<file path="config.mk">
export PLATFORM = sky130hd
export DESIGN_NAME = snes_loader_top
export DESIGN_NICKNAME = d
export VERILOG_FILES = /design/src/logic/snes_loader_pkg.sv /design/src/logic/download_decoder.sv /design/src/logic/cart_header_detect.sv /design/src/logic/cheat_code_assembler.sv /design/src/logic/backup_sector_sequencer.sv /design/src/logic/snes_loader_top.sv
export SDC_FILE = /design/constraint.sdc
export NUM_CORES = 1
export LEC_CHECK = 0
export BUFFER_PORTS_ARGS = -buffer_cell sky130_fd_sc_hd__buf_2
export CORE_ASPECT_RATIO = 0.9
export CORE_MARGIN = 5
export CORE_UTILIZATION = 29
export DETAILED_ROUTE_END_ITERATION = 16
export PLACE_DENSITY = 0.64
export SLEW_MARGIN = 25
export SYNTH_ARGS = -nofsm -noshare
export SYNTH_HDL_FRONTEND = slang
export SYNTH_SLANG_ARGS = --single-unit
export TNS_END_PERCENT = 30
</file>
<file path="constraint.sdc">
create_clock -name clk_sys -period 4.3 [get_ports clk_sys]
set_clock_uncertainty 0.05 [all_clocks]
set_input_delay 0.86 -clock clk_sys [delete_from_list [all_inputs] [get_ports clk_sys]]
set_output_delay 0.86 -clock clk_sys [all_outputs]
set_load 0.01 [all_outputs]
</file>
<file path="src/logic/snes_loader_pkg.sv">
// Shared constants and types for the cartridge loader; imported by every loader block
`default_nettype none

package snes_loader_pkg;

	// ========================================
	// Widths
	// ========================================
	localparam int DL_ADDR_W = 25;
	localparam int DL_DATA_W = 16;
	localparam int MASK_W    = 24;
	localparam int LBA_W     = 32;

	// ========================================
	// Image layout
	// ========================================
	// Copier header sits in front of the real image
	localparam int COPIER_HEADER_BYTES = 512;

	// Stream addresses of the internal header size word
	localparam logic [DL_ADDR_W-1:0] LOROM_SIZE_ADDR =
		DL_ADDR_W'(32'h0000_7FD6 + COPIER_HEADER_BYTES);
	localparam logic [DL_ADDR_W-1:0] HIROM_SIZE_ADDR =
		DL_ADDR_W'(32'h0000_FFD6 + COPIER_HEADER_BYTES);
	localparam logic [DL_ADDR_W-1:0] EXHIROM_SIZE_ADDR =
		DL_ADDR_W'(32'h0040_FFD6 + COPIER_HEADER_BYTES);

	localparam logic [3:0] DEFAULT_ROM_SIZE_CODE = 4'd12;

	// 512-byte backup sectors
	localparam int SECTOR_ADDR_SHIFT = 9;

	// Download index reserved for cheat codes
	localparam logic [7:0] CODE_DOWNLOAD_INDEX = 8'hFF;

	// Header mode menu encodings
	localparam logic [2:0] HDR_AUTO    = 3'd0;
	localparam logic [2:0] HDR_NONE    = 3'd1;
	localparam logic [2:0] HDR_LOROM   = 3'd2;
	localparam logic [2:0] HDR_HIROM   = 3'd3;
	localparam logic [2:0] HDR_EXHIROM = 3'd4;

	// ========================================
	// Types
	// ========================================
	// One host download write, wr is a single-cycle strobe
	typedef struct packed {
		logic [DL_ADDR_W-1:0] addr;
		logic [DL_DATA_W-1:0] data;
		logic                 wr;
	} dl_write_t;

	// Menu settings, request bits are levels
	typedef struct packed {
		logic [2:0] header_mode;
		logic       autosave;
		logic       load_req;
		logic       save_req;
	} loader_cfg_t;

	// Cheat record, filled as words and read as fields
	typedef union packed {
		logic [7:0][15:0] word;
		struct packed {
			logic [31:0] flags;
			logic [31:0] address;
			logic [31:0] compare;
			logic [31:0] replace;
		} field;
	} cheat_code_u;

endpackage

`default_nettype wire

</file>
<file path="src/logic/download_decoder.sv">
// Splits the host download into cartridge and cheat-code streams and flags cart start/end
`timescale 1ns/1ns
`default_nettype none

module download_decoder (
	input  logic       clk_sys,
	input  logic       reset,
	input  logic       dl_active,
	input  logic [7:0] dl_index,
	output logic       cart_dl,
	output logic       code_dl,
	output logic       cart_start,
	output logic       cart_end
);
	import snes_loader_pkg::*;

	logic code_index;
	logic cart_dl_q;

	// All-ones index carries cheat codes, anything else is a cartridge
	assign code_index = (dl_index == CODE_DOWNLOAD_INDEX);
	assign cart_dl    = dl_active & ~code_index;
	assign code_dl    = dl_active & code_index;

	// Edge pulses land one cycle after the cart_dl transition
	always_ff @(posedge clk_sys) begin
		if (!reset) begin
			cart_dl_q  <= 1'b0;
			cart_start <= 1'b0;
			cart_end   <= 1'b0;
		end else begin
			cart_dl_q  <= cart_dl;
			cart_start <= cart_dl & ~cart_dl_q;
			cart_end   <= ~cart_dl & cart_dl_q;
		end
	end

endmodule

`default_nettype wire

</file>
<file path="src/logic/cart_header_detect.sv">
// Picks mapper type, region and ROM/RAM address masks out of the cartridge download stream
`timescale 1ns/1ns
`default_nettype none

module cart_header_detect (
	input  logic                            clk_sys,
	input  logic                            reset,
	input  snes_loader_pkg::dl_write_t      dl,
	input  logic                            cart_dl,
	input  logic [2:0]                      header_mode,
	output logic [7:0]                      rom_type,
	output logic                            rom_region,
	output logic [snes_loader_pkg::MASK_W-1:0] rom_mask,
	output logic [snes_loader_pkg::MASK_W-1:0] ram_mask
);
	import snes_loader_pkg::*;

	logic                 cart_wr;
	logic [3:0]           rom_size;
	logic [3:0]           ram_size;
	logic [DL_ADDR_W-1:0] size_addr;
	logic                 size_forced;

	assign cart_wr = cart_dl & dl.wr;

	// Forced modes point at a fixed internal header location
	always_comb begin
		size_forced = 1'b1;
		case (header_mode)
			HDR_LOROM:   size_addr = LOROM_SIZE_ADDR;
			HDR_HIROM:   size_addr = HIROM_SIZE_ADDR;
			HDR_EXHIROM: size_addr = EXHIROM_SIZE_ADDR;
			default: begin
				size_addr   = LOROM_SIZE_ADDR;
				size_forced = 1'b0;
			end
		endcase
	end

	// ========================================
	// Header field capture
	// ========================================
	always_ff @(posedge clk_sys) begin
		if (!reset) begin
			rom_size   <= DEFAULT_ROM_SIZE_CODE;
			ram_size   <= 4'd0;
			rom_type   <= 8'd0;
			rom_region <= 1'b0;
		end else if (cart_wr) begin
			if (dl.addr == '0) begin
				rom_size <= DEFAULT_ROM_SIZE_CODE;
				ram_size <= 4'd0;
				// Copier header packs both size codes in its first byte
				if (header_mode == HDR_AUTO && dl.data[7:0] != 8'd0) begin
					ram_size <= dl.data[7:4];
					rom_size <= dl.data[3:0];
				end

				case (header_mode)
					HDR_NONE,
					HDR_LOROM:   rom_type <= 8'd0;
					HDR_HIROM:   rom_type <= 8'd1;
					HDR_EXHIROM: rom_type <= 8'd2;
					default:     rom_type <= dl.data[15:8];
				endcase
			end

			if (dl.addr == DL_ADDR_W'(2)) begin
				rom_region <= dl.data[8];
			end

			// Internal header wins over the defaults when the mode is forced
			if (size_forced) begin
				if (dl.addr == size_addr) begin
					rom_size <= dl.data[11:8];
				end
				if (dl.addr == size_addr + DL_ADDR_W'(2)) begin
					ram_size <= dl.data[3:0];
				end
			end
		end
	end

	// ========================================
	// Size code to address mask
	// ========================================
	always_ff @(posedge clk_sys) begin
		if (!reset) begin
			rom_mask <= '0;
			ram_mask <= '0;
		end else begin
			rom_mask <= (MASK_W'(1024) << rom_size) - MASK_W'(1);
			// Size code 0 means no backup RAM at all
			ram_mask <= (ram_size != 4'd0) ? (MASK_W'(1024) << ram_size) - MASK_W'(1) : '0;
		end
	end

endmodule

`default_nettype wire

</file>
<file path="src/logic/cheat_code_assembler.sv">
// Gathers eight code-download words into one cheat record and strobes it out
`timescale 1ns/1ns
`default_nettype none

module cheat_code_assembler (
	input  logic                         clk_sys,
	input  logic                         reset,
	input  snes_loader_pkg::dl_write_t   dl,
	input  logic                         code_dl,
	input  logic                         cart_dl,
	output snes_loader_pkg::cheat_code_u cheat,
	output logic                         cheat_valid,
	output logic                         cheat_clear
);

	logic       code_wr;
	logic [2:0] word_sel;

	// Only even byte addresses carry a word
	assign code_wr = code_dl & dl.wr & ~dl.addr[0];

	// Field 0 (flags) is the top pair of words, field 3 (replace) the bottom pair
	// Bit 1 picks the upper half of the field
	assign word_sel = {~dl.addr[3:2], dl.addr[1]};

	always_ff @(posedge clk_sys) begin
		if (code_wr) begin
			cheat.word[word_sel] <= dl.data;
		end
	end

	// Record is complete after the replace top word at offset 14
	always_ff @(posedge clk_sys) begin
		if (!reset) begin
			cheat_valid <= 1'b0;
		end else begin
			cheat_valid <= code_wr & (dl.addr[3:0] == 4'd14);
		end
	end

	// New cartridge or a fresh code list wipes the stored cheats
	assign cheat_clear = cart_dl | (code_wr & (dl.addr == '0));

endmodule

`default_nettype wire

</file>
<file path="src/logic/backup_sector_sequencer.sv">
// Runs backup RAM sector load/save transfers against the mounted save image
`timescale 1ns/1ns
`default_nettype none

module backup_sector_sequencer (
	input  logic                                clk_sys,
	input  logic                                reset,
	input  snes_loader_pkg::loader_cfg_t        cfg,
	input  logic [snes_loader_pkg::MASK_W-1:0]  ram_mask,
	input  logic                                cart_dl,
	input  logic                                cart_start,
	input  logic                                cart_end,
	input  logic                                img_mounted,
	input  logic                                img_readonly,
	input  logic [63:0]                         img_size,
	input  logic                                osd_open,
	input  logic                                bsram_write,
	input  logic                                sd_ack,
	output logic                                sd_rd,
	output logic                                sd_wr,
	output logic [snes_loader_pkg::LBA_W-1:0]   sd_lba,
	output logic                                backup_enabled,
	output logic                                backup_busy,
	output logic                                backup_loading,
	output logic                                led_user
);
	import snes_loader_pkg::*;

	logic             pending;
	logic             save_req;
	logic             load_q;
	logic             save_q;
	logic             ack_q;
	logic             load_start;
	logic             save_start;
	logic             auto_start;
	logic             seq_start;
	logic             seq_load;
	logic [LBA_W-1:0] last_lba;

	// Autosave fires when the menu opens with unsaved writes
	assign save_req = cfg.save_req | (pending & osd_open & cfg.autosave);

	assign load_start = cfg.load_req & ~load_q & backup_enabled;
	assign save_start = save_req & ~save_q & backup_enabled;
	assign auto_start = cart_end & (img_size != 64'd0) & backup_enabled;
	assign seq_start  = ~backup_busy & (load_start | save_start | auto_start);
	assign seq_load   = load_start | auto_start;

	// Last sector index covered by the backup RAM
	assign last_lba = LBA_W'(ram_mask >> SECTOR_ADDR_SHIFT);

	assign led_user = cart_dl | (cfg.autosave & pending);

	// ========================================
	// Backup enable and dirty tracking
	// ========================================
	always_ff @(posedge clk_sys) begin
		if (!reset) begin
			backup_enabled <= 1'b0;
			pending        <= 1'b0;
		end else begin
			if (cart_start) begin
				backup_enabled <= 1'b0;
			end
			// Save image is always mounted by the end of the download
			if (cart_dl & img_mounted & ~img_readonly) begin
				backup_enabled <= (ram_mask != '0);
			end

			if (backup_enabled & ~osd_open & bsram_write) begin
				pending <= 1'b1;
			end else if (seq_start) begin
				pending <= 1'b0;
			end
		end
	end

	// ========================================
	// Sector transfer sequence
	// ========================================
	always_ff @(posedge clk_sys) begin
		if (!reset) begin
			load_q         <= 1'b0;
			save_q         <= 1'b0;
			ack_q          <= 1'b0;
			sd_rd          <= 1'b0;
			sd_wr          <= 1'b0;
			sd_lba         <= '0;
			backup_busy    <= 1'b0;
			backup_loading <= 1'b0;
		end else begin
			load_q <= cfg.load_req;
			save_q <= save_req;
			ack_q  <= sd_ack;

			// Host took the request
			if (sd_ack & ~ack_q) begin
				sd_rd <= 1'b0;
				sd_wr <= 1'b0;
			end

			if (seq_start) begin
				backup_busy    <= 1'b1;
				backup_loading <= seq_load;
				sd_lba         <= '0;
				sd_rd          <= seq_load;
				sd_wr          <= ~seq_load;
			end else if (backup_busy & ~sd_ack & ack_q) begin
				// Sector done, finish or move on
				if (sd_lba >= last_lba) begin
					backup_busy    <= 1'b0;
					backup_loading <= 1'b0;
				end else begin
					sd_lba <= sd_lba + LBA_W'(1);
					sd_rd  <= backup_loading;
					sd_wr  <= ~backup_loading;
				end
			end
		end
	end

endmodule

`default_nettype wire

</file>
<file path="src/logic/snes_loader_top.sv">
// Loader top level: download decode, header detect, cheat assembly and backup sequencing
`timescale 1ns/1ns
`default_nettype none

module snes_loader_top (
	input  logic                               clk_sys,
	input  logic                               reset,
	input  snes_loader_pkg::dl_write_t         dl,
	input  logic                               dl_active,
	input  logic [7:0]                         dl_index,
	input  snes_loader_pkg::loader_cfg_t       cfg,
	input  logic                               bsram_write,
	input  logic                               osd_open,
	input  logic                               img_mounted,
	input  logic                               img_readonly,
	input  logic [63:0]                        img_size,
	input  logic                               sd_ack,
	output logic [7:0]                         rom_type,
	output logic                               rom_region,
	output logic [snes_loader_pkg::MASK_W-1:0] rom_mask,
	output logic [snes_loader_pkg::MASK_W-1:0] ram_mask,
	output snes_loader_pkg::cheat_code_u       cheat,
	output logic                               cheat_valid,
	output logic                               cheat_clear,
	output logic                               sd_rd,
	output logic                               sd_wr,
	output logic [snes_loader_pkg::LBA_W-1:0]  sd_lba,
	output logic                               backup_enabled,
	output logic                               backup_busy,
	output logic                               backup_loading,
	output logic                               led_user
);

	logic cart_dl;
	logic code_dl;
	logic cart_start;
	logic cart_end;

	download_decoder u_decoder (
		.clk_sys    (clk_sys),
		.reset      (reset),
		.dl_active  (dl_active),
		.dl_index   (dl_index),
		.cart_dl    (cart_dl),
		.code_dl    (code_dl),
		.cart_start (cart_start),
		.cart_end   (cart_end)
	);

	cart_header_detect u_header (
		.clk_sys     (clk_sys),
		.reset       (reset),
		.dl          (dl),
		.cart_dl     (cart_dl),
		.header_mode (cfg.header_mode),
		.rom_type    (rom_type),
		.rom_region  (rom_region),
		.rom_mask    (rom_mask),
		.ram_mask    (ram_mask)
	);

	cheat_code_assembler u_cheat (
		.clk_sys     (clk_sys),
		.reset       (reset),
		.dl          (dl),
		.code_dl     (code_dl),
		.cart_dl     (cart_dl),
		.cheat       (cheat),
		.cheat_valid (cheat_valid),
		.cheat_clear (cheat_clear)
	);

	backup_sector_sequencer u_backup (
		.clk_sys        (clk_sys),
		.reset          (reset),
		.cfg            (cfg),
		.ram_mask       (ram_mask),
		.cart_dl        (cart_dl),
		.cart_start     (cart_start),
		.cart_end       (cart_end),
		.img_mounted    (img_mounted),
		.img_readonly   (img_readonly),
		.img_size       (img_size),
		.osd_open       (osd_open),
		.bsram_write    (bsram_write),
		.sd_ack         (sd_ack),
		.sd_rd          (sd_rd),
		.sd_wr          (sd_wr),
		.sd_lba         (sd_lba),
		.backup_enabled (backup_enabled),
		.backup_busy    (backup_busy),
		.backup_loading (backup_loading),
		.led_user       (led_user)
	);

endmodule

`default_nettype wire

</file>
==> run_results.csv <==
group,metric,value,unit
status,run_status,"finished clean",
drt,vias,6861,
cells_and_area,fin_area,11500,sq um
cells_and_area,layout_common_cells,"buf_2, edfxtp_1, dfxtp_1, nand2_1, nor2_1",
drt,ant_nets,0,
clocking,cts-buffers-inserted,25,
power_and_ir_drop,p_int,3580,uW
power_and_ir_drop,p_comb_share,3.7,%
power_and_ir_drop,p_sw_share,21.4,%
clocking,postCtsHoldBufs,0,
logic_synthesis,ys_async_sr_fraction,0,%
grt,grt_first_pass_wirelength,40.3,mm
power_and_ir_drop,power_frac_clock,47.1,%
sta,worstMarginPinSlew,843,ps
sta,setup_viol,0,
cells_and_area,area_growth,34.8,%
cells_and_area,final_util,39.7,%
clocking,tritoncts,"yes",
flow_run,maxCapViolations,0,
place,placed_cell_area,10700,sq um
power_and_ir_drop,p_switching,976,uW
setup_path,worstPathRequired,3390,ps
grt,antenna_found_initial,1,
clocking,cts_buffer_depth,3,
logic_synthesis,synth_cells,701,
power_and_ir_drop,seqPwrFrac,49.1,%
logic_synthesis,synth_nets,847,
floorplanning,core,29000,sq um
power_and_ir_drop,powerDensity,395,nW/um^2
logic_synthesis,ys.flop_type,"edfxtp_1",
drt,firstDrtPassIters,5,
clocking,cts_resized,0,
power_and_ir_drop,ir_worst_vdd,225,uV
setup_path,arrival,2660,ps
sta,relSlewSlack,43.2,%
logic_synthesis,synthesis.area,8550,sq um
floorplanning,placementRows,59,
setup_path,crit_fanout,5,
logic_synthesis,ys_warn_count,0,
floorplanning,io_pins,353,
logic_synthesis,synth_cell_types,58,
grt,grt_usage,15.4,%
cells_and_area,antenna_cells,0,
logic_synthesis,ys_ff_latch,220,
sta,drv_slew,0,
drt,routedWlPerCell,18.3,um
floorplanning,die_w,191,um
cells_and_area,layout_commonest_cell,"buf_2",
sta,max_freq,280,MHz
cells_and_area,layout-drive-gt1-share,40.2,%
power_and_ir_drop,p_leak,0.00469,uW
logic_synthesis,syn_area_per_cell,12.2,sq um
clocking,cts_htree_levels,1,
floorplanning,die_h,173,um
logic_synthesis,synth_edf_count,128,
grt,gr-total-overflow,0,
clocking,clock_latency,510,ps
drt,drt_iter0_markers,388,
clocking,cts-root-buf,"clkbuf_16",
min_path,hp-class,"flop to flop",
sta,period_needed,3570,ps
setup_path,crit_path_end_kind,"primary output",
drt,route.detailed.drc,0,
clocking,clkTransAtPathRegs,60,ps
grt,first_global_vias,6773,
sta,final_hold_viol_count,0,
grt,grt_max_degree,39,
floorplanning,dieArea,33000,sq um
clocking,post_cts_buffers,0,
power_and_ir_drop,finalPower,4550,uW
place,portBuffers,352,
clocking,clock-sinks,220,
drt,wl,26.7,mm
setup_path,crit_type,"primary input to primary output",
floorplanning,initial_utilization,29.5,%
sta,setup_tns,0,ps
sta,rsz0062_at_grt,"false",
cells_and_area,nets,1194,
place,dpl.cell_count,1417,
setup_path,critPathLaunchType,"primary input",
sta,post-route-period-util,83.1,%
place,hpwl,19.9,mm
place,gp_congestion,0.892,
drt,via_per_inst,4.69,
cells_and_area,layout.cells.non_filler,1462,
logic_synthesis,seq_area_frac_synth,66.5,%
-- flip-flops by register name (all words and copies together) (netlist names) --
name and count:
u_backup.pending 1, u_backup.backup_busy 1, u_decoder.cart_dl_q 1, u_backup.ack_q 1
u_backup.sd_rd 1, u_header.rom_mask 15, u_header.ram_mask 15, u_decoder.cart_start 1
u_decoder.cart_end 1, u_backup.backup_loading 1, u_header.rom_region 1, u_cheat.cheat 128
u_backup.save_q 1, u_header.rom_type 8, u_backup.sd_wr 1, u_header.rom_size 4
u_header.ram_size 4, u_backup.sd_lba 32, u_backup.backup_enabled 1, u_cheat.cheat_valid 1
u_backup.load_q 1
-- synthesized netlist by cell type (all sizes together) (4+ instances only) --
cell type	count	area share [%]
edfxtp	128	45
dfxtp	92	22
nor2	60	2.6
nand2	57	2.5
nor4	36	2.7
a21oi	30	1.8
and2	22	1.6
buf	22	1.8
clkbuf	22	0.97
inv	21	0.92
nand4	20	1.5
ha	18	2.6
nand3	15	0.88
o21ai	14	0.82
nor3	13	0.89
or4	11	1.0
a31oi	9	0.66
and3	9	0.66
nand2b	8	0.59
o21a	8	0.70
xnor2	8	0.82
nand3b	7	0.61
nor2b	7	0.51
mux2i	5	0.59
o31ai	5	0.44
or2	5	0.37
or3	5	0.37
nor3b	4	0.35
o211ai	4	0.35
-- power by group through the flow --
| stage | registers [uW] | clock network (uW) | logic, uW |
|---|---|---|---|
| 2_1_floorplan | 2290 | 0 | 55.5 |
| 3_3_place_gp | 2280 | 0 | 168 |
| 3_5_place_dp | 2280 | 0 | 171 |
| 4_1_cts | 2240 | 2210 | 172 |
| 5_1_grt | 2240 | 2310 | 188 |
| 6_report | 2240 | 2150 | 171 |
-- metrics by stage --
step,hold slack (ps),setup slack (ps)
after floorplan,340,1100
after global placement,347,778
after detailed placement,350,739
after CTS,359,727
after global routing,388,582
final,360,727
-- logic make-up after synthesis --
family                     Yosys count  synth area share, %
and+or+nand+nor                    283                 17.6
buffers and inverters               65                 3.67
AOI/OAI and AO/OA                   98                 7.74
adders and majority gates           18                 2.63
xor gates and xnor gates            10                 1.02
muxes                                7                0.849
DFF                                220                 66.5
-- layout make-up --
cell class,count,area (sq um)
clock buffers,28,647
clock inverters,17,193
fillers,2826,17500
inverters,21,78.8
multi-input cells,416,2580
flip-flops and latches,220,5690
well taps,396,495
repair buffers,364,1850
-- worst max-delay path, cell delays in order --
cell      delay, ps
buf_2            90
or4_1           560
or3_1           420
nor4_2          360
nand3b_1        150
nand2_1          80
buf_2           140
-- path summary, 6_finish.rpt --
check,startpoint,end,slack (ps),cells past startpoint
setup reg to reg,u_backup.sd_lba[5],u_backup.sd_lba[11],1440,8
hold / removal,u_decoder.cart_dl_q,u_decoder.cart_start,360,1
hold reg to reg,u_decoder.cart_dl_q,u_decoder.cart_start,360,1
setup / recovery,dl[38],cheat_clear,730,7
-- per-layer routing --
layer / routed length, um / vias to the layer above / GRT usage [%]
li1: - / 3269 / -
met1: 11400 / 3286 / 20.5
met2: 12900 / 269 / 26.0
met3: 1900 / 37 / 3.04
met4: 501 / 0 / 3.38
met5: 0 / - / 0
Power figures use the tool's default switching activity.
